--- src/rtl/coherence_pkg.sv ---
`default_nettype none
// --------------------------------------------------------------------
// coherence types
// words, core request and response bundles, snoop signals, the RAM
// port and the coherence FSM states shared across the subsystem
// --------------------------------------------------------------------
package coherence_pkg;

  typedef logic [31:0] word_t;
  typedef logic [31:0] addr_t;

  typedef enum logic [1:0] {FREE, BUSY, ACCESS, ERROR} ramstate_t;

  typedef struct packed {
    logic  iREN;
    logic  dREN;
    logic  dWEN;
    addr_t iaddr;
    addr_t daddr;
    word_t dstore;
    logic  halted;
    logic  flushed;
    logic  evict;
  } core_req_t;

  typedef struct packed {
    logic  iwait;
    logic  dwait;
    word_t iload;
    word_t dload;
  } core_resp_t;

  // snoop reply from a cache
  typedef struct packed {
    logic cctrans;
    logic ccwrite;
  } cc_in_t;

  typedef struct packed {
    logic  ccwait;
    logic  ccinv;
    addr_t ccsnoopaddr;
  } cc_out_t;

  typedef struct packed {
    logic  ramREN;
    logic  ramWEN;
    addr_t ramaddr;
    word_t ramstore;
  } ram_req_t;

  typedef enum logic [3:0] {
    IDLE, ARBITER, SNOOP, EVICTION, WRITE_BACK_0, WRITE_BACK_1,
    FETCH_CACHE_0, FETCH_CACHE_1, MISS_0, MISS_1, HALT
  } ctrl_state_t;

endpackage
`default_nettype wire

--- src/rtl/snoop_router.sv ---
`timescale 1ns/1ns
`default_nettype none
// --------------------------------------------------------------------
// snoop router
// points the peer cache at the requester's data address, holds the
// peer with ccwait while its line is used, and derives invalidates
// --------------------------------------------------------------------
module snoop_router (
  input  coherence_pkg::ctrl_state_t     cstate,
  input  logic                           active_core,
  input  coherence_pkg::core_req_t [1:0] core_req,
  input  coherence_pkg::cc_in_t [1:0]    cc_in,
  output coherence_pkg::cc_out_t [1:0]   cc_out
);

  logic peer;
  logic holding;
  logic addressed;

  assign peer = ~active_core;

  always_comb begin
    case (cstate)
      coherence_pkg::SNOOP,
      coherence_pkg::WRITE_BACK_0,
      coherence_pkg::WRITE_BACK_1,
      coherence_pkg::FETCH_CACHE_0,
      coherence_pkg::FETCH_CACHE_1: begin
        holding   = 1'b1;
        addressed = 1'b1;
      end
      // RAM paths only show the address
      coherence_pkg::MISS_0,
      coherence_pkg::MISS_1,
      coherence_pkg::EVICTION: begin
        holding   = 1'b0;
        addressed = 1'b1;
      end
      default: begin
        holding   = 1'b0;
        addressed = 1'b0;
      end
    endcase
  end

  always_comb begin
    for (int i = 0; i < 2; i++) begin
      cc_out[i].ccwait      = 1'b0;
      cc_out[i].ccinv       = cc_in[1 - i].cctrans & cc_in[1 - i].ccwrite;
      cc_out[i].ccsnoopaddr = '0;
    end
    if (addressed) begin
      cc_out[peer].ccsnoopaddr = core_req[active_core].daddr;
    end
    // a halted peer cannot answer
    if (holding) begin
      cc_out[peer].ccwait = ~core_req[peer].halted;
    end
  end

endmodule
`default_nettype wire

--- config.mk ---
export PLATFORM = sky130hd
export DESIGN_NAME = snoop_router
export DESIGN_NICKNAME = d
export VERILOG_FILES = /design/src/rtl/coherence_pkg.sv /design/src/rtl/snoop_router.sv
export SDC_FILE = /design/constraint.sdc
export NUM_CORES = 1
export LEC_CHECK = 0
export ABC_AREA = 0
export BUFFER_PORTS_ARGS = -buffer_cell sky130_fd_sc_hd__buf_2
export CAP_MARGIN = 5
export CORE_AREA = 2 2 109 111
export DETAILED_ROUTE_END_ITERATION = 10
export DIE_AREA = 0 0 111 113
export GPL_TIMING_DRIVEN = 0
export PLACE_DENSITY = 0.47
export SYNTH_ARGS = -nofsm -noshare
export SYNTH_HDL_FRONTEND = slang
export SYNTH_SLANG_ARGS = --single-unit
export TNS_END_PERCENT = 10
--- constraint.sdc ---
create_clock -name vclk -period 1.7
set_clock_uncertainty 0.05 [all_clocks]
set_input_delay 0.085 -clock vclk [all_inputs]
set_output_delay 0.085 -clock vclk [all_outputs]
set_load 0.03 [all_outputs]
# Word-level counts from Yosys, hierarchy flattened
# Memories as Yosys holds them, arrays and structs flattened.
# Cells that the tools add are included.
[classes]
addsub = 0
multipliers = 0
n_div = 0
magnitude_cmp = 3
n_eq_ne = 0
shift = 0
mux = 12
bitwise = 4
n_reduce_logical = 1
[ops]
columns = ["operator", "n"]
rows = [
  ["bitwise mux 68 bit", 2],
  ["two-way mux 68 bit", 2],
  ["two-way mux 67 bit", 2],
  ["demux 34 bit (select 1 bit)", 2],
  ["two-way mux 34 bit", 1],
  ["two-way mux 32 bit", 1],
  ["two-way mux 3 bit", 2],
  ["less-than comparator 1 x 2 -> 1 bit, second input constant", 2],
  ["bitwise AND 1 bit", 2],
  ["NOT 1 bit", 2],
  [">= comparator 1 bit, second input constant", 1],
  ["logical AND 1 bit", 1],
]
[word_totals]
register_bits = 0
latch_bits = 0
ram_bits = 0
mem_bits_ro = 32
in_bits = 213
out_inout_bits = 68
wordCells = 21
memories = 1
[mem_list]
columns = ["name", "depth", "word_bits", "read_ports", "rd_ports_with_merged_regs", "wr", "line", "source"]
rows = [
  ["(no name shown)", 16, 2, 1, 0, 0, "snoop_router.sv:23", "case (cstate)"],
]

# Longest topological paths before layout
[depth]
depth_word = 9
mapped_depth = 4
depth_no_buf = 2

# Worst setup path before layout
# No wires, ideal clock.
[synth_path]
kind = "input -> output"
startpoint = "in active_core"
endpoint = "out cc_out[33] (netlist name)"
arrival_time_ns = 1.828
t_required_ns = 1.565
setup_slack_ns = -0.263
path_stages = 3
n_path_buf = 1
cell_sequence = "buf_2 inv_1 a2111oi_0"
[synth_rtl]
columns = ["item", "line", "source"]
rows = [
  ["start: declaration", "snoop_router.sv:10", "input logic active_core,"],
  ["end: declaration", "snoop_router.sv:13", "output coherence_pkg::cc_out_t [1:0] cc_out"],
]

==> impl_metrics.env <==
export IMPL_clkPwrFrac=0
export IMPL_port_buffers=142
export IMPL_start_util=0.08403
export IMPL_synth_avg_cell_area_um2=7.577
export IMPL_ys_types=15
export IMPL_grt_first_pass_wirelength_mm=7.127
export IMPL_critPathCaptureType="output port"
export IMPL_max_slew_margin_rel=0.5262
export IMPL_synth_cells=125
export IMPL_gp_congestion=0.6701
export IMPL_nets=482
export IMPL_p_switching_mw=0.3402
export IMPL_p_per_area_nw_per_um2=295.2
export IMPL_setup_violations=0
export IMPL_yosys_warnings=0
export IMPL_first_pass_iters=4
export IMPL_post_place_ws_ps=162.0
export IMPL_hold_class="in -> out"
export IMPL_internal_power_mw=0.2024
export IMPL_n_clock_buffer=0
export IMPL_die_x_um=111
export IMPL_io_pins=281
export IMPL_design_die_area_um2=12540
export IMPL_drc=0
export IMPL_max_slew_worst_pin_slew_ps=710.7
export IMPL_yosysTopAreaCell="nor4b_2"
export IMPL_area_growth_pct=94.06
export IMPL_fmax_ghz=0.6844
export IMPL_rsz0062_at_grt="no"
export IMPL_core_um2=11270
export IMPL_setup_tns_ps=0
export IMPL_syn_nets=338
export IMPL_final_util=0.1631
export IMPL_cts_setup_buffers=0
export IMPL_p_leak_nw=0.9625
export IMPL_seq_cell_count=0
export IMPL_grt_antenna_before_repair=0
export IMPL_synth_common_cells="32 x nand2_1, 32 x nor3_1, 26 x nor4b_2, 8 x buf_2, 5 x clkbuf_1"
export IMPL_wl_per_cell_um=11.51
export IMPL_maxCapViolCount=0
export IMPL_grt_max_degree=11
export IMPL_rows=39
export IMPL_yosysTopAreaCellShare=0.4122
export IMPL_vias=1459
export IMPL_synth_top_cells_by_area="nor4b_2 41%, nor3_1 17%, nand2_1 13%"
export IMPL_first_iter_violations=39
export IMPL_path_class="in -> out"
export IMPL_pwr_share_comb=1.000
export IMPL_cts_resized=0
export IMPL_antenna_cells=0
export IMPL_grt_pass1_vias=1372
export IMPL_layout_drive_gt1_share=0.6966
export IMPL_cp_max_fo=10
export IMPL_setup_slack_ps=238.9
export IMPL_ir_drop_v=0.00009027
export IMPL_slew_violations=0
export IMPL_hold_buffers=0
export IMPL_fin_crit_sh=0.8594
export IMPL_netlist_area_um2=947.2
export IMPL_ys_seq_area_frac=0
export IMPL_swShare=0.6270
export IMPL_required_ps=1560
export IMPL_status="finished clean"
export IMPL_pwr_share_seq=0
export IMPL_viasPerCell=3.559
export IMPL_grt_overflow=0
export IMPL_grt_usage=0.06877
export IMPL_die_h_um=113
export IMPL_worstPathArrival_ps=1330
export IMPL_period_needed_ps=1461
export IMPL_finalHoldViolations=0
export IMPL_routed_wl_mm=4.720
export IMPL_start_kind="primary input"
export IMPL_p_total_mw=0.5426
export IMPL_area_sequential_um2=0
export IMPL_antenna_left=0
export IMPL_dp_hpwl_mm=4.144
export IMPL_holdPathStages=3
[stage by stage]
stage | instance area (µm²) | hold WS (ps) | std cells
after CTS | 1838 | 407.3 | 410
after global routing | 1838 | 424.2 | 410
final | 1838 | 407.2 | 410
after floorplan | 948.4 | 231.3 | 125
after global placement | 1838 | 402.4 | 410
after detailed placement | 1838 | 402.6 | 410
[critical path, cell delays in order]
cell and delay (ps):
buf_2 140, nor3_4 480, buf_4 320, nor4b_2 80
buf_2 220
[final cells by class]
cell class	instances	area (µm²)
inverter	2	7.507
buffer	20	126.4
tap	143	178.9
multi-input combinational	103	814.5
fill	1289	9434
timing repair buffer	142	710.7
[metal layers]
layer  share of wire  vias up  global-route usage
met5               0        -                   0
met4               0        0                   0
met3           0.083        0            0.009641
met2            0.45       85              0.1186
met1            0.47      631             0.09744
li1                -      743                   -
[worst paths after layout]
path | start | slack [ps] | to
worst min-delay path | core_req[2] | 410 | cc_out[33]
worst max-delay path | cstate[2] | 240 | cc_out[38]
[kinds of logic (layout without fill, tap and decap cells)]
group,count (synthesis),count (layout),share of synthesized area
simple gates,100,100,0.8322
buf+inv,22,164,0.1413
compound gates,3,3,0.02643
[power by group through the flow]
stage	combinational, mW	sequential [mW]	clock [mW]
floorplan	0.355	0	0
CTS	0.553	0	0
global placement	0.548	0	0
detailed placement	0.551	0	0
finish	0.543	0	0
global route	0.586	0	0
[cells in the final DEF, fill, tap and decap left out, types with 3 or more instances in the layout]
cell type / instances
buf_2: 150
nand2_1: 32
nor4b_1: 4
nor3_1: 32
buf_6: 4
clkbuf_1: 5
buf_4: 3
nor4b_2: 26
Note: power is estimated with default switching activity, not from simulation.
