===== src/rtl/coherence_pkg.sv =====
`default_nettype none
// --------------------------------------------------------------------
// coherence types
// words, core request and response bundles, snoop signals, the RAM
// port and the coherence FSM states shared across the subsystem
// --------------------------------------------------------------------
package coherence_pkg;

  typedef logic [31:0] word_t;
  typedef logic [31:0] addr_t;

  typedef enum logic [1:0] {FREE, BUSY, ACCESS, ERROR} ramstate_t;

  typedef struct packed {
    logic  iREN;
    logic  dREN;
    logic  dWEN;
    addr_t iaddr;
    addr_t daddr;
    word_t dstore;
    logic  halted;
    logic  flushed;
    logic  evict;
  } core_req_t;

  typedef struct packed {
    logic  iwait;
    logic  dwait;
    word_t iload;
    word_t dload;
  } core_resp_t;

  // snoop reply from a cache
  typedef struct packed {
    logic cctrans;
    logic ccwrite;
  } cc_in_t;

  typedef struct packed {
    logic  ccwait;
    logic  ccinv;
    addr_t ccsnoopaddr;
  } cc_out_t;

  typedef struct packed {
    logic  ramREN;
    logic  ramWEN;
    addr_t ramaddr;
    word_t ramstore;
  } ram_req_t;

  typedef enum logic [3:0] {
    IDLE, ARBITER, SNOOP, EVICTION, WRITE_BACK_0, WRITE_BACK_1,
    FETCH_CACHE_0, FETCH_CACHE_1, MISS_0, MISS_1, HALT
  } ctrl_state_t;

endpackage
`default_nettype wire


===== src/rtl/memory_control.sv =====
`timescale 1ns/1ns
`default_nettype none
// --------------------------------------------------------------------
// memory controller
// arbitrates both cores onto the single RAM port and runs the snoopy
// coherence FSM: miss to RAM, cache-to-cache fetch, or write back
// then forward. A halted core holds everything off until flushed.
// --------------------------------------------------------------------
module memory_control (
  input  logic                            CLK,
  input  logic                            nRST,
  input  coherence_pkg::core_req_t [1:0]  core_req,
  input  coherence_pkg::cc_in_t [1:0]     cc_in,
  input  coherence_pkg::word_t            ramload,
  input  coherence_pkg::ramstate_t        ramstate,
  output coherence_pkg::core_resp_t [1:0] core_resp,
  output coherence_pkg::ram_req_t         ram_req,
  output coherence_pkg::ctrl_state_t      cstate,
  output logic                            active_core
);

  coherence_pkg::ctrl_state_t nstate;
  logic       next_active_core;
  logic       active;
  logic       next_active;
  logic       dataready;
  logic       next_dataready;
  logic       memtransfer;
  logic       next_memtransfer;
  logic       peer;
  logic [1:0] dreq;
  logic [1:0] ireq;
  logic [1:0] hold_off;
  logic       xfer_done;
  logic       fetch_ok;

  assign peer = ~active_core;

  always_comb begin
    for (int i = 0; i < 2; i++) begin
      dreq[i]     = (core_req[i].dREN | core_req[i].dWEN) & ~core_req[i].halted;
      ireq[i]     = core_req[i].iREN & ~core_req[i].halted;
      hold_off[i] = core_req[i].halted & ~core_req[i].flushed;
    end
  end

  // data transfer finishes on peer forward or on the RAM access cycle
  assign xfer_done = active & (dataready | (ramstate == coherence_pkg::ACCESS));

  // instruction fetches only run from IDLE and never during a pending halt
  assign fetch_ok = (cstate == coherence_pkg::IDLE) && (hold_off == 2'b00) &&
                    ireq[active_core];

  always_ff @(posedge CLK, negedge nRST) begin
    if (!nRST) begin
      cstate      <= coherence_pkg::IDLE;
      active_core <= 1'b0;
      active      <= 1'b0;
      dataready   <= 1'b0;
      memtransfer <= 1'b0;
    end else begin
      cstate      <= nstate;
      active_core <= next_active_core;
      active      <= next_active;
      dataready   <= next_dataready;
      memtransfer <= next_memtransfer;
    end
  end

  always_comb begin
    nstate           = cstate;
    next_active_core = active_core;
    next_active      = active;
    next_dataready   = dataready;
    next_memtransfer = memtransfer;

    case (cstate)
      coherence_pkg::IDLE: begin
        if (hold_off[0]) begin
          nstate           = coherence_pkg::HALT;
          next_active_core = 1'b0;
        end else if (hold_off[1]) begin
          nstate           = coherence_pkg::HALT;
          next_active_core = 1'b1;
        end else if (dreq != 2'b00) begin
          nstate = coherence_pkg::ARBITER;
        end else if (ireq[peer] &&
                     (!ireq[active_core] || (fetch_ok && ramstate == coherence_pkg::ACCESS))) begin
          // hand the port over after a finished fetch
          next_active_core = peer;
        end
      end

      coherence_pkg::ARBITER: begin
        // core 0 wins between data requests
        next_active_core = ~dreq[0];
        if (dreq == 2'b00) begin
          nstate = coherence_pkg::IDLE;
        end else if (core_req[~dreq[0]].evict) begin
          nstate      = coherence_pkg::EVICTION;
          next_active = 1'b1;
        end else begin
          nstate = coherence_pkg::SNOOP;
        end
      end

      coherence_pkg::SNOOP: begin
        next_active = 1'b1;
        // writes always land in RAM
        if (core_req[active_core].dWEN || !cc_in[peer].cctrans || core_req[peer].halted) begin
          nstate = coherence_pkg::MISS_0;
        end else if (cc_in[peer].ccwrite) begin
          nstate           = coherence_pkg::WRITE_BACK_0;
          next_memtransfer = 1'b1;
        end else begin
          nstate         = coherence_pkg::FETCH_CACHE_0;
          next_dataready = 1'b1;
        end
      end

      coherence_pkg::EVICTION, coherence_pkg::MISS_0: begin
        if (xfer_done) begin
          nstate      = coherence_pkg::MISS_1;
          next_active = 1'b0;
        end
      end

      coherence_pkg::WRITE_BACK_0: begin
        if (xfer_done) begin
          nstate           = coherence_pkg::WRITE_BACK_1;
          next_active      = 1'b0;
          next_memtransfer = 1'b0;
        end
      end

      coherence_pkg::FETCH_CACHE_0: begin
        nstate         = coherence_pkg::FETCH_CACHE_1;
        next_active    = 1'b0;
        next_dataready = 1'b0;
      end

      // turnaround cycle, the core changes its request here
      coherence_pkg::MISS_1, coherence_pkg::WRITE_BACK_1, coherence_pkg::FETCH_CACHE_1: begin
        nstate = coherence_pkg::IDLE;
      end

      coherence_pkg::HALT: begin
        if (core_req[active_core].flushed) begin
          nstate = coherence_pkg::IDLE;
        end
      end

      default: nstate = coherence_pkg::IDLE;
    endcase
  end

  always_comb begin
    for (int i = 0; i < 2; i++) begin
      core_resp[i].iwait = 1'b1;
      core_resp[i].dwait = 1'b1;
      core_resp[i].iload = ramload;
      core_resp[i].dload = ramload;
    end
    ram_req = '0;

    if (active) begin
      if (memtransfer) begin
        // dirty peer line goes to RAM and to the requester at once
        ram_req.ramWEN   = 1'b1;
        ram_req.ramaddr  = core_req[active_core].daddr;
        ram_req.ramstore = core_req[peer].dstore;
      end else if (!dataready) begin
        ram_req.ramWEN   = core_req[active_core].dWEN;
        ram_req.ramREN   = core_req[active_core].dREN & ~core_req[active_core].dWEN;
        ram_req.ramaddr  = core_req[active_core].daddr;
        ram_req.ramstore = core_req[active_core].dstore;
      end
      if (dataready || memtransfer) begin
        core_resp[active_core].dload = core_req[peer].dstore;
      end
      core_resp[active_core].dwait = ~xfer_done;
    end else if (fetch_ok) begin
      ram_req.ramREN               = 1'b1;
      ram_req.ramaddr              = core_req[active_core].iaddr;
      core_resp[active_core].iwait = (ramstate != coherence_pkg::ACCESS);
    end
  end

endmodule
`default_nettype wire


===== config.mk =====
export PLATFORM = sky130hd
export DESIGN_NAME = memory_control
export DESIGN_NICKNAME = d
export VERILOG_FILES = /design/src/rtl/coherence_pkg.sv /design/src/rtl/memory_control.sv
export SDC_FILE = /design/constraint.sdc
export NUM_CORES = 1
export LEC_CHECK = 0
export ABC_AREA = 1
export BUFFER_PORTS_ARGS = -buffer_cell sky130_fd_sc_hd__buf_2
export CORE_AREA = 2 2 175 177
export DETAILED_ROUTE_END_ITERATION = 8
export DIE_AREA = 0 0 177 179
export PLACE_DENSITY = 0.46
export SYNTH_ARGS = -nofsm -noshare
export SYNTH_HDL_FRONTEND = slang
export SYNTH_SLANG_ARGS = --single-unit

===== constraint.sdc =====
create_clock -name CLK -period 2.5 [get_ports CLK]
set_clock_uncertainty 0.15 [all_clocks]
set_input_delay 0.25 -clock CLK [delete_from_list [all_inputs] [get_ports CLK]]
set_output_delay 0.25 -clock CLK [all_outputs]
set_load 0.01 [all_outputs]

Word-level counts from Yosys, hierarchy flattened
Index checks and enable logic that the tools add are counted.

word-level totals
  flip-flop bits (word level) = 8
  input bits = 244
  logic and storage cells = 135
  output and inout port bits = 203

operators by class
  mux-type cells = 60
  bitwise logic cells = 19
  eq/ne operators = 21
  reductions and logical operators = 26
  order comparisons = 4

operators by type and width
  cell                                                                   count
  132-bit two-way mux                                                    4
  132-bit bitwise mux                                                    3
  101-bit two-way mux                                                    2
  66-bit demux with 1-bit select                                         3
  66-bit two-way mux                                                     2
  65-bit two-way mux                                                     2
  32-bit two-way mux                                                     4
  35-bit two-way mux                                                     2
  4-bit two-way mux                                                      7
  4-bit one-hot mux with 7 select lines                                  1
  1-bit two-way mux                                                      22
  2-bit != test (second input constant)                                  9
  4-bit AND reduction                                                    3
  1-bit bitwise AND                                                      8
  4-bit by 2-bit == test with 1-bit output (second input constant)       2
  4-bit by 3-bit == test with 1-bit output (second input constant)       2
  4-bit == test (second input constant)                                  2
  2-bit two-way mux                                                      4
  4-bit by 3-bit != test with 1-bit output (second input constant)       2
  1-bit inverter                                                         8
  2-bit nonzero test                                                     4
  1-bit by 2-bit < comparator with 1-bit output (second input constant)  3
  1-bit one-hot mux with 2 select lines                                  3
  3-bit AND reduction                                                    2
  15 further kinds                                                       26

Longest topological paths before layout
Gate-level depths: netlist (run 1).

  depth after elaboration = 13
  gate-level depth with buffers = 10
  depth with buffers taken out = 10

Worst setup path before layout (run 1)
Ideal clock, no wire load.

  path type = flip-flop to output port
  start = reg cstate[0]
  end = out ram_req[32] (netlist name)
  arrival time = 1378 ps
  path buffers = 1
  stages on the path, launching flop included = 7
  slack = 722 ps
  cell sequence = dfrtp_1 nor2_2 nand2_1 nor2_4 nand3_2 buf_2 o22ai_1

RTL lines
  what                    RTL line              source
  start, declared         memory_control.sv:18  output coherence_pkg::ctrl_state_t cstate,
  start signal, assigned  memory_control.sv:56  cstate <= coherence_pkg::IDLE;
  start signal, assigned  memory_control.sv:62  cstate <= nstate;
  end, declared           memory_control.sv:17  output coherence_pkg::ram_req_t ram_req,

==> key figures, run 1 <==
Outcome
  • Status: finished, final reports clean

Setup path
  • Top cell by count, worst path: buf_4
  • CP max-delay cell: dfrtp_4
  • Worst Setup SP: active_core
  • Req. time, crit path: 2.10 ns
  • Crit-path cells: buf_4 > buf_4 > mux2i_1 > o22ai_1 > buf_2
  • Worst Setup Start Kind: flop
  • CP peak stage delay: 0.50 ns
  • Max Fanout on Critical Path: 39
  • Worst EP arrival: 1.95 ns
  • Type of the worst setup path: flop to primary output
  • Worst r2r src: active_core
  • Critical path endpoint category: primary output

Logic synthesis
  • Synthesized cell area: 4197 um2
  • Syn. warnings: 0
  • Synthesized flop and latch total: 8
  • Syn nets: 979
  • Mapped Cells: 735
  • Library cells used by synthesis: 27
  • Syn Area/Cell: 5.710 um2
  • Seq/Total Area, Yosys: 0.04770

Clocking
  • CTS max path bufs: 2
  • H-tree Lvls: 1
  • # clock sinks: 8
  • CTS buffer count: 3
  • CTS Root Cell: clkbuf_16
  • Setup Buffers After CTS: 0
  • Reg clk slew, reported paths: 0.04 ns
  • TritonCTS clock tree: yes
  • Worst-skew pair later-pin latency: 0.23 ns

Final layout
  • Fin nets: 1,332
  • Fin cells: 1,484
  • Final instance area: 6436 um2
  • Proportion of layout cells with a drive suffix above 1: 0.4471
  • Final Core Density: 0.2143
  • Layout area overhead: 53.37%

Floorplanning
  • Core area: 30,030 um2
  • Die area: 31,680 um2
  • Initial core utilization: 0.1398
  • FP Rows: 64
  • Die Wd: 177 um
  • Die Ht: 179 um
  • I/O pin cnt: 447

Global routing
  • Antenna violations before repair: 0
  • Largest net degree at the start of global routing: 63
  • Number of global-route vias before repair: 5,525
  • First-pass GRT wire length: 32,040 um
  • GRT Total Usage: 0.1313
  • Gr ovfl total: 0

Timing
  • TNS Setup: 0 ns
  • Final Max Slew Viols: 0
  • Slew margin rel.: 0.6147
  • Setup repair after global routing missed its margin: false
  • Minimum clock period: 2.353 ns
  • Final hold violations: 0
  • Hold slack: 0.2476 ns
  • FMAX: 0.4249 GHz
  • Worst slew pin tran: 0.5771 ns
  • Tcrit/Tclk final: 0.9413
  • Setup violations, final: 0
  • Final setup margin: 0.1468 ns

Drt
  • Avg WL per Cell: 15.31 um
  • Initial DRC count: 264
  • Via Count: 6,092
  • Vias per cell: 4.105
  • Routed WL: 22,720 um
  • DR DRC count: 0
  • Antenna Nets Post-Route: 0
  • Drt first pass iters: 4

Power
  • Static leakage: 3.831 nW
  • Clock network power share: 0.050
  • Switching portion of total power: 0.5816
  • Sw power: 3.305 mW
  • Total power: 5.683 mW
  • Int Power: 2.378 mW
  • Comb power frac: 0.901
  • Sequential Power Share: 0.050
  • PD cells: 882.9 nW/um2
  • Max VDD drop: 0.4653 mV

Worst hold path
  • Hold Crit Class: input pin to asynchronous set/reset pin

Place
  • Pre-CTS setup slack: 0.3295 ns
  • GP Congestion: 0.8347
  • Placed Area: 6342 um2
  • Placed Cells: 1,478
  • Port-buffer cells: 446
  • Post-DP HPWL: 19,340 um

Flow run
  • # Max-Cap Violations: 0
## synth_stat cells
cell / count / area [um2]
nor3_1: 1 / 5.000
inv_1: 112 / 420.4
nand3_4: 1 / 17.52
buf_4: 72 / 540.5
nand3_1: 20 / 100.1
nand4_1: 2 / 12.51
mux2_2: 3 / 33.78
inv_2: 5 / 18.77
dfrtp_1: 8 / 200.2
o2111ai_1: 1 / 8.760
o21ai_0: 120 / 600.6
nand3_2: 2 / 20.02
a21oi_4: 1 / 16.27
o211ai_1: 4 / 30.03
nor2_4: 1 / 11.26
mux2i_1: 65 / 650.6
buf_6: 3 / 33.78
nor2_2: 1 / 6.260
buf_2: 22 / 110.1
a21oi_1: 94 / 470.5
mux2_4: 6 / 90.09
nor2_1: 17 / 63.81
or2_2: 1 / 6.260
o22ai_1: 30 / 187.7
clkbuf_1: 17 / 63.81
o21ai_1: 4 / 20.02
nand2_1: 122 / 457.9
## what timing repair did
action	CTS	global route
hold buffers	1	0
setup endpoints to repair	0	3
endpoints found under the hold margin	8	0
resized for setup	0	2
## worst max-delay path: cells and delay by family, from the launching register on
kind	cells	cell delay, ns
AO/OA/AOI/OAI	1	0.09
flip-flops	1	0.50
multiplexers	1	0.21
buffers and inverters	3	0.88
## state kept, by name, indices dropped and copies added (netlist names)
| register | cells |
|---|---|
| active | 1 |
| active_core | 1 |
| cstate | 4 |
| dataready | 1 |
| memtransfer | 1 |
## per-layer routing
metal / routed length (um) / vias to the layer above / track usage
li1: - / 3089 / -
met3: 1640 / 15 / 0.01760
met1: 8456 / 2702 / 0.1468
met4: 338 / 0 / 0.01894
met2: 12280 / 286 / 0.2648
met5: 0 / - / 0
## cells in the final DEF, fill, tap and decap left out, types with 2 or more instances in the layout
master / Yosys / routed
a21oi_1: 94 / 94
buf_12: 0 / 4
buf_2: 22 / 446
buf_4: 72 / 11
clkbuf_16: 0 / 3
dfrtp_1: 8 / 7
inv_1: 112 / 112
inv_2: 5 / 4
mux2_2: 3 / 3
mux2_4: 6 / 6
mux2i_1: 65 / 65
nand2_1: 122 / 122
nand3_1: 20 / 20
nand3_2: 2 / 2
nand4_1: 2 / 2
nor2_1: 17 / 17
o211ai_1: 4 / 4
o21ai_0: 120 / 120
o21ai_1: 4 / 4
o22ai_1: 30 / 30
## power groups by stage
stage	clock, mW	combinational, mW	sequential (mW)
final	0.282	5.12	0.282
after global routing	0.297	5.72	0.299
after CTS	0.287	5.24	0.283
after detailed placement	0	5.22	0.285
after global placement	0	5.21	0.279
after floorplan	0	3.33	0.249
## cell type report
type                       instances  area (um2)
fill                            3524       23590
multi-input combinational        496        2809
timing repair buffer             462        2405
inverter                         117       441.7
tap                              396       495.5
antenna                            1       2.502
sequential                         8       203.9
clock buffer                       4       78.83
## path summary, 6_finish.rpt
check	slack [ns]	endpoint	cells past startpoint
min in group CLK	0.27	dataready	4
max in group asynchronous	1.76	active_core	2
hold / removal	0.25	cstate[2]	2
setup reg to reg	0.73	memtransfer	7
setup / recovery	0.15	ram_req[63]	5
hold reg to reg	0.41	cstate[3]	2
## logic make-up (layout without fill, tap and decap cells)
logic type | after synthesis | after routing | share of synthesized area
compound gates | 254 | 254 | 0.3178
buf+inv | 231 | 583 | 0.2829
simple gates | 168 | 168 | 0.1670
mux | 74 | 74 | 0.1846
flops | 8 | 8 | 0.04770
other cells | 0 | 1 | 0
Note: power is estimated with default switching activity, not from simulation.
==> inputs of run 2 (changes only) <==
--- a/config.mk
+++ b/config.mk
@@ -8,8 +8,8 @@
 export ABC_AREA = 1
 export BUFFER_PORTS_ARGS = -buffer_cell sky130_fd_sc_hd__buf_2
+export CAP_MARGIN = 15
 export CORE_AREA = 2 2 175 177
 export DETAILED_ROUTE_END_ITERATION = 8
 export DIE_AREA = 0 0 177 179
-export PLACE_DENSITY = 0.46
 export SYNTH_ARGS = -nofsm -noshare
 export SYNTH_HDL_FRONTEND = slang
--- a/constraint.sdc
+++ b/constraint.sdc
@@ -3,3 +3,3 @@
 set_input_delay 0.25 -clock CLK [delete_from_list [all_inputs] [get_ports CLK]]
 set_output_delay 0.25 -clock CLK [all_outputs]
-set_load 0.01 [all_outputs]
+set_load 0.005 [all_outputs]
==> run 2 against run 1 <==
Net effect: die area did not move; core utilization barely moved; first-iteration DRC count fell by 7.2%; cell area fell by 0.16%; flip-flop and latch count did not move; worst setup slack improved by 0.025 ns; sequential share of layout area barely moved; combinational power fell by 10%; wire length fell by 5.6%; global-route usage fell by 1.1 points.
==> key figures, run 2 (synthesis gave the netlist of run 1 again) <==
Setup path
  • Req. time, crit path: 2.10 ns (about the same)
  • Reg-to-reg endpoint: memtransfer (unchanged)
  • CP max-delay cell: dfrtp_1 (was dfrtp_4)
  • CP peak stage delay: 0.42 ns (was 0.50 ns)
  • Critical path endpoint category: primary output (unchanged)
  • Type of the worst setup path: flop to primary output (unchanged)
  • Reg2Reg Depth: 8 (was 7)
  • Worst EP arrival: 1.93 ns (was 1.95 ns)
  • Buf/Inv on CP: 3 (unchanged)
  • Reg-to-reg slack, setup: 0.54 ns (was 0.73 ns)
  • Max Fanout on Critical Path: 53 (was 39)
  • Worst Setup Start Kind: flop (unchanged)
  • Worst r2r src: active_core (unchanged)
  • Crit-path cells: nor2_1 > inv_2 > nand3_4 > buf_12 > mux2_2 > buf_2 (was buf_4 > buf_4 > mux2i_1 > o22ai_1 > buf_2)
  • Crit-path leading delay family: buffers and inverters (unchanged)

Floorplanning
  • Die Ht: 179 um (unchanged)
  • Die area: 31,680 um2 (unchanged)
  • Die Wd: 177 um (unchanged)
  • FP Rows: 64 (unchanged)
  • Core area: 30,030 um2 (unchanged)
  • Initial core utilization: 0.1398 (unchanged)
  • I/O pin cnt: 447 (unchanged)

Final layout
  • Fin nets: 1,330 (was 1,332)
  • Max reg flops: 4 (unchanged)
  • Most frequent cells in the layout: 446 x buf_2, 122 x nand2_1, 120 x o21ai_0 (unchanged)
  • Sequential cell area: 203.9 um2 (unchanged)
  • Proportion of layout cells with a drive suffix above 1: 0.4461 (was 0.4471)
  • Fill count: 3,521 (was 3,524)
  • Commonest non-fill, non-tap cell in the layout: buf_2 (unchanged)
  • Area of the multi-input gates: 2809 um2 (unchanged)
  • Final Core Density: 0.2140 (was 0.2143)
  • Layout area overhead: 53.13% (was 53.37%)
  • Register name with the most flops: cstate (unchanged)

Clocking
  • CTS Root Cell: clkbuf_16 (unchanged)
  • Reg clk slew, reported paths: 0.04 ns (about the same)
  • Post_cts resized: 0 (unchanged)
  • # clock sinks: 8 (unchanged)
  • CTS buffer count: 3 (unchanged)
  • TritonCTS clock tree: yes (unchanged)
  • H-tree Lvls: 1 (unchanged)
  • Worst-skew pair later-pin latency: 0.23 ns (about the same)
  • CTS max path bufs: 2 (unchanged)

Timing
  • Worst slew pin tran: 0.5454 ns (was 0.5771 ns)
  • Tcrit/Tclk final: 0.9311 (was 0.9413)
  • Final Max Slew Viols: 0 (unchanged)
  • Final hold violations: 0 (unchanged)
  • Setup repair after global routing missed its margin: false (unchanged)
  • TNS Setup: 0 ns (unchanged)
  • Slew margin rel.: 0.6358 (was 0.6147)
  • Setup violations, final: 0 (unchanged)
  • FMAX: 0.4296 GHz (was 0.4249 GHz)
  • Minimum clock period: 2.328 ns (was 2.353 ns)

Global routing
  • Gr ovfl total: 0 (unchanged)
  • First-pass GRT wire length: 29,220 um (was 32,040 um)
  • GRT Total Usage: 0.1199 (was 0.1313)
  • Largest net degree at the start of global routing: 85 (was 63)
  • Number of global-route vias before repair: 5,300 (was 5,525)
  • Antenna violations before repair: 4 (was 0)

Power
  • Static leakage: 3.819 nW (was 3.831 nW)
  • Max VDD drop: 0.6411 mV (was 0.4653 mV)
  • Total power: 5.159 mW (was 5.683 mW)
  • PD cells: 802.9 nW/um2 (was 882.9 nW/um2)

Worst hold path
  • Hold Crit Class: input pin to asynchronous set/reset pin (unchanged)

Drt
  • DR DRC count: 0 (unchanged)
  • Vias per cell: 4.132 (was 4.105)
  • Avg WL per Cell: 14.44 um (was 15.31 um)
  • Routed WL: 21,440 um (was 22,720 um)
  • Via Count: 6,136 (was 6,092)
  • Initial DRC count: 245 (was 264)
  • Antenna Nets Post-Route: 0 (unchanged)
  • Drt first pass iters: 4 (unchanged)

Place
  • Post-DP HPWL: 17,800 um (was 19,340 um)
  • GP Congestion: 0.9046 (was 0.8347)
  • Port-buffer cells: 446 (unchanged)

Outcome
  • Status: finished, final reports clean (unchanged)

Flow run
  • # Max-Cap Violations: 0 (unchanged)
==> run 2: cell types whose count changed in the layout (fill, tap and decap cells not counted) <==
cell	before	now
inv_4	1	0
diode_2	1	4
buf_4	11	9
inv_2	4	5
==> run 2: how the worst max path moves through the flow <==
stage / start / end / slack, ns / cells past startpoint
final: dataready / core_resp[93] / 0.17 / 6
after global routing: dataready / core_resp[93] / 0.05 / 6
after CTS: active_core / ram_req[62] / 0.14 / 4
after detailed placement: active_core / ram_req[62] / 0.39 / 4
after global placement: active_core / ram_req[62] / 0.36 / 4
after floorplan: cstate[0] / ram_req[32] / 0.82 / 6
==> run 2: what timing repair did <==
action,in CTS,in global routing
hold buffers,1,0
buffers inserted,0,0
hold endpoints to repair,8,0
==> run 2: routing by layer <==
layer | global-route usage | up-vias | share of wire
met1 | 0.1374 | 2719 | 0.38
met2 | 0.2338 | 313 | 0.52
met3 | 0.01230 | 17 | 0.076
li1 | - | 3087 | -
met4 | 0.03099 | 0 | 0.018
met5 | 0 | - | 0
==> run 2: per-stage QoR <==
step	setup slack (ns)	hold WS, ns	instances	area, um2
2_1_floorplan	0.8242	-0.1956	735	4197
3_3_place_gp	0.3612	-0.04053	1476	6327
3_5_place_dp	0.3926	-0.03495	1476	6327
4_1_cts	0.1429	0.2797	1481	6416
5_1_grt	0.05084	0.2811	1485	6426
6_report	0.1723	0.2700	1485	6426
==> run 2: report_power, final <==
group,total [mW],switching [mW],internal [mW]
registers,0.284,0.0963,0.188
logic,4.60,2.65,1.94
clock network,0.279,0.0666,0.213
==> run 2: cell type report <==
| cell class | instances | share of cell area |
|---|---|---|
| antenna | 4 | 0.001558 |
| timing repair buffer | 460 | 0.3719 |
| inverter | 117 | 0.06834 |
| tap | 396 | 0.07710 |
| multi-input combinational | 496 | 0.4371 |
| clock buffer | 4 | 0.01227 |
| sequential | 8 | 0.03174 |
==> run 2: worst register-to-register path, stage by stage (launching register included) <==
cell and delay (ns):
dfrtp_4 0.54, inv_2 0.14, buf_4 0.33, nand3_1 0.13
nand2_1 0.12, nand3_1 0.18, o21ai_1 0.17, nand2_1 0.06
o21ai_0 0.06
==> inputs of run 3 (changes only) <==
clock period = 3 ns   (was 2.5 ns; I/O delays follow)
==> run 3 against run 2 <==
Net effect: wire length decreased by 0.82%; sequential share of layout area about the same; clock power decreased by 17%; hold slack improved by 0.030 ns; sequential power decreased by 19%; critical path type unchanged; highest routed layer unchanged.
==> key figures, run 3 (synthesis gave the netlist of run 1 again) <==
Flow run
  • # Max-Cap Violations: 0 (unchanged)

Global routing
  • Number of global-route vias before repair: 5,411 (was 5,300)
  • First-pass GRT wire length: 29,140 um (was 29,220 um)
  • Largest net degree at the start of global routing: 104 (was 85)
  • Gr ovfl total: 0 (unchanged)
  • GRT Total Usage: 0.1189 (was 0.1199)
  • Antenna violations before repair: 3 (was 4)

Setup path
  • Critical path endpoint category: primary output (unchanged)
  • Max Fanout on Critical Path: 103 (was 53)
  • CP peak stage delay: 0.45 ns (was 0.42 ns)
  • Worst EP arrival: 2.14 ns (was 1.93 ns)
  • Reg2Reg Depth: 7 (was 8)
  • CP Depth: 7 (was 6)
  • Type of the worst setup path: flop to primary output (unchanged)
  • Worst Setup Start Kind: flop (unchanged)
  • Req. time, crit path: 2.55 ns (was 2.10 ns)
  • Buf/Inv on CP: 3 (unchanged)
  • Crit-path cells: buf_12 > nand3_1 > nand2_1 > nand3_2 > buf_4 > o21ai_0 > buf_2 (was nor2_1 > inv_2 > nand3_4 > buf_12 > mux2_2 > buf_2)
  • Crit-path leading delay family: buffers and inverters (unchanged)
  • CP max-delay cell: dfrtp_4 (was dfrtp_1)

Floorplanning
  • FP Rows: 64 (unchanged)
  • Core area: 30,030 um2 (unchanged)
  • Die Ht: 179 um (unchanged)
  • Initial core utilization: 0.1398 (unchanged)
  • I/O pin cnt: 447 (unchanged)
  • Die area: 31,680 um2 (unchanged)
  • Die Wd: 177 um (unchanged)

Clocking
  • CTS max path bufs: 2 (unchanged)
  • H-tree Lvls: 1 (unchanged)
  • Hold Buf Count CTS: 1 (unchanged)
  • Setup Buffers After CTS: 0 (unchanged)
  • Reg clk slew, reported paths: 0.04 ns (about the same)
  • TritonCTS clock tree: yes (unchanged)
  • # clock sinks: 8 (unchanged)
  • CTS buffer count: 3 (unchanged)
  • Post_cts resized: 0 (unchanged)
  • Worst-skew pair later-pin latency: 0.23 ns (about the same)
  • CTS Root Cell: clkbuf_16 (unchanged)

Place
  • Port-buffer cells: 446 (unchanged)
  • Pre-CTS setup slack: 0.6654 ns (was 0.3926 ns)
  • GP Congestion: 0.8735 (was 0.9046)
  • Placed Area: 6280 um2 (was 6327 um2)
  • Post-DP HPWL: 17,350 um (was 17,800 um)

Final layout
  • Commonest non-fill, non-tap cell in the layout: buf_2 (unchanged)
  • Fin nets: 1,327 (was 1,330)
  • Final Core Density: 0.2123 (was 0.2140)
  • Proportion of layout cells with a drive suffix above 1: 0.4445 (was 0.4461)
  • Final instance area: 6376 um2 (was 6426 um2)
  • Max reg flops: 4 (unchanged)
  • Register name with the most flops: cstate (unchanged)
  • Fill count: 3,454 (was 3,521)
  • Most frequent cells in the layout: 446 x buf_2, 122 x nand2_1, 120 x o21ai_0 (unchanged)
  • Layout area overhead: 51.94% (was 53.13%)

Worst hold path
  • Hold Path Stages: 4
  • Hold Crit Class: input pin to flop (was input pin to asynchronous set/reset pin)

Drt
  • Via Count: 6,139 (was 6,136)
  • Drt first pass iters: 5 (was 4)
  • Antenna Nets Post-Route: 0 (unchanged)
  • Routed WL: 21,270 um (was 21,440 um)
  • Initial DRC count: 238 (was 245)
  • Avg WL per Cell: 14.36 um (was 14.44 um)
  • Vias per cell: 4.145 (was 4.132)
  • DR DRC count: 0 (unchanged)

Power
  • PD cells: 668.9 nW/um2 (was 802.9 nW/um2)
  • Total power: 4.265 mW (was 5.159 mW)
  • Max VDD drop: 0.4557 mV (was 0.6411 mV)
  • Static leakage: 3.793 nW (was 3.819 nW)

Timing
  • Worst slew pin tran: 0.7127 ns (was 0.5454 ns)
  • Final hold violations: 0 (unchanged)
  • FMAX: 0.3867 GHz
  • TNS Setup: 0 ns (unchanged)
  • Minimum clock period: 2.586 ns
  • Slew margin rel.: 0.5248 (was 0.6358)
  • Tcrit/Tclk final: 0.8621
  • Setup violations, final: 0 (unchanged)
  • Setup repair after global routing missed its margin: false (unchanged)
  • Final Max Slew Viols: 0 (unchanged)
  • Final setup margin: 0.4138 ns (was 0.1723 ns)

Outcome
  • Status: finished, final reports clean (unchanged)
==> run 3: cell types whose count changed in the layout (fill, tap and decap cells not counted) <==
cell	change
buf_4	-1
diode_2	-1
buf_12	-2
==> run 3: path summary, 6_finish.rpt <==
path | start | endpoint | slack, ns
worst min-delay path | cc_in[2] | dataready | 0.30
max in group asynchronous | nRST | active_core | 2.20
worst min register to register | cstate[3] | cstate[3] | 0.43
worst max-delay path | active_core | ram_req[60] | 0.41
min in group asynchronous | nRST | memtransfer | 0.31
worst max register to register | active_core | memtransfer | 1.10
==> run 3: layer usage <==
metal  part of all wire  vias to the layer above  routed length [um]  GRT usage
met5                  0                        -                   0          0
met4              0.037                        0                 780    0.04890
li1                   -                     3084                   -          -
met1               0.38                     2719                8145     0.1339
met3              0.063                       24                1348   0.009330
met2               0.52                      312               10990     0.2286
==> run 3: report_power, final <==
group | total [mW] | switching [mW] | internal (mW)
Combinational | 3.80 | 2.23 | 1.58
Sequential | 0.230 | 0.0738 | 0.156
Clock | 0.232 | 0.0547 | 0.177
==> run 3: area by class of cell <==
type,count,area (um2),area share
Antenna cell,3,7.507,0.001177
Clock buffer,4,78.83,0.01236
Inverter,117,439.2,0.06888
Multi-Input combinational cell,496,2809,0.4405
Sequential cell,8,203.9,0.03199
Tap cell,396,495.5,0.07771
Timing Repair Buffer,457,2342,0.3673
==> run 3: stage by stage <==
step | hold WS, ns | std cells
finish | 0.3004 | 1481
global route | 0.3196 | 1481
CTS | 0.2916 | 1478
detailed placement | 0.007845 | 1473
global placement | 0.004680 | 1473
floorplan | -0.1456 | 735
==> run 3: worst min-delay path, stage by stage <==
cell and delay, ns:
buf_2 0.08, nand2_1 0.04, nand2_1 0.12, o22ai_1 0.09
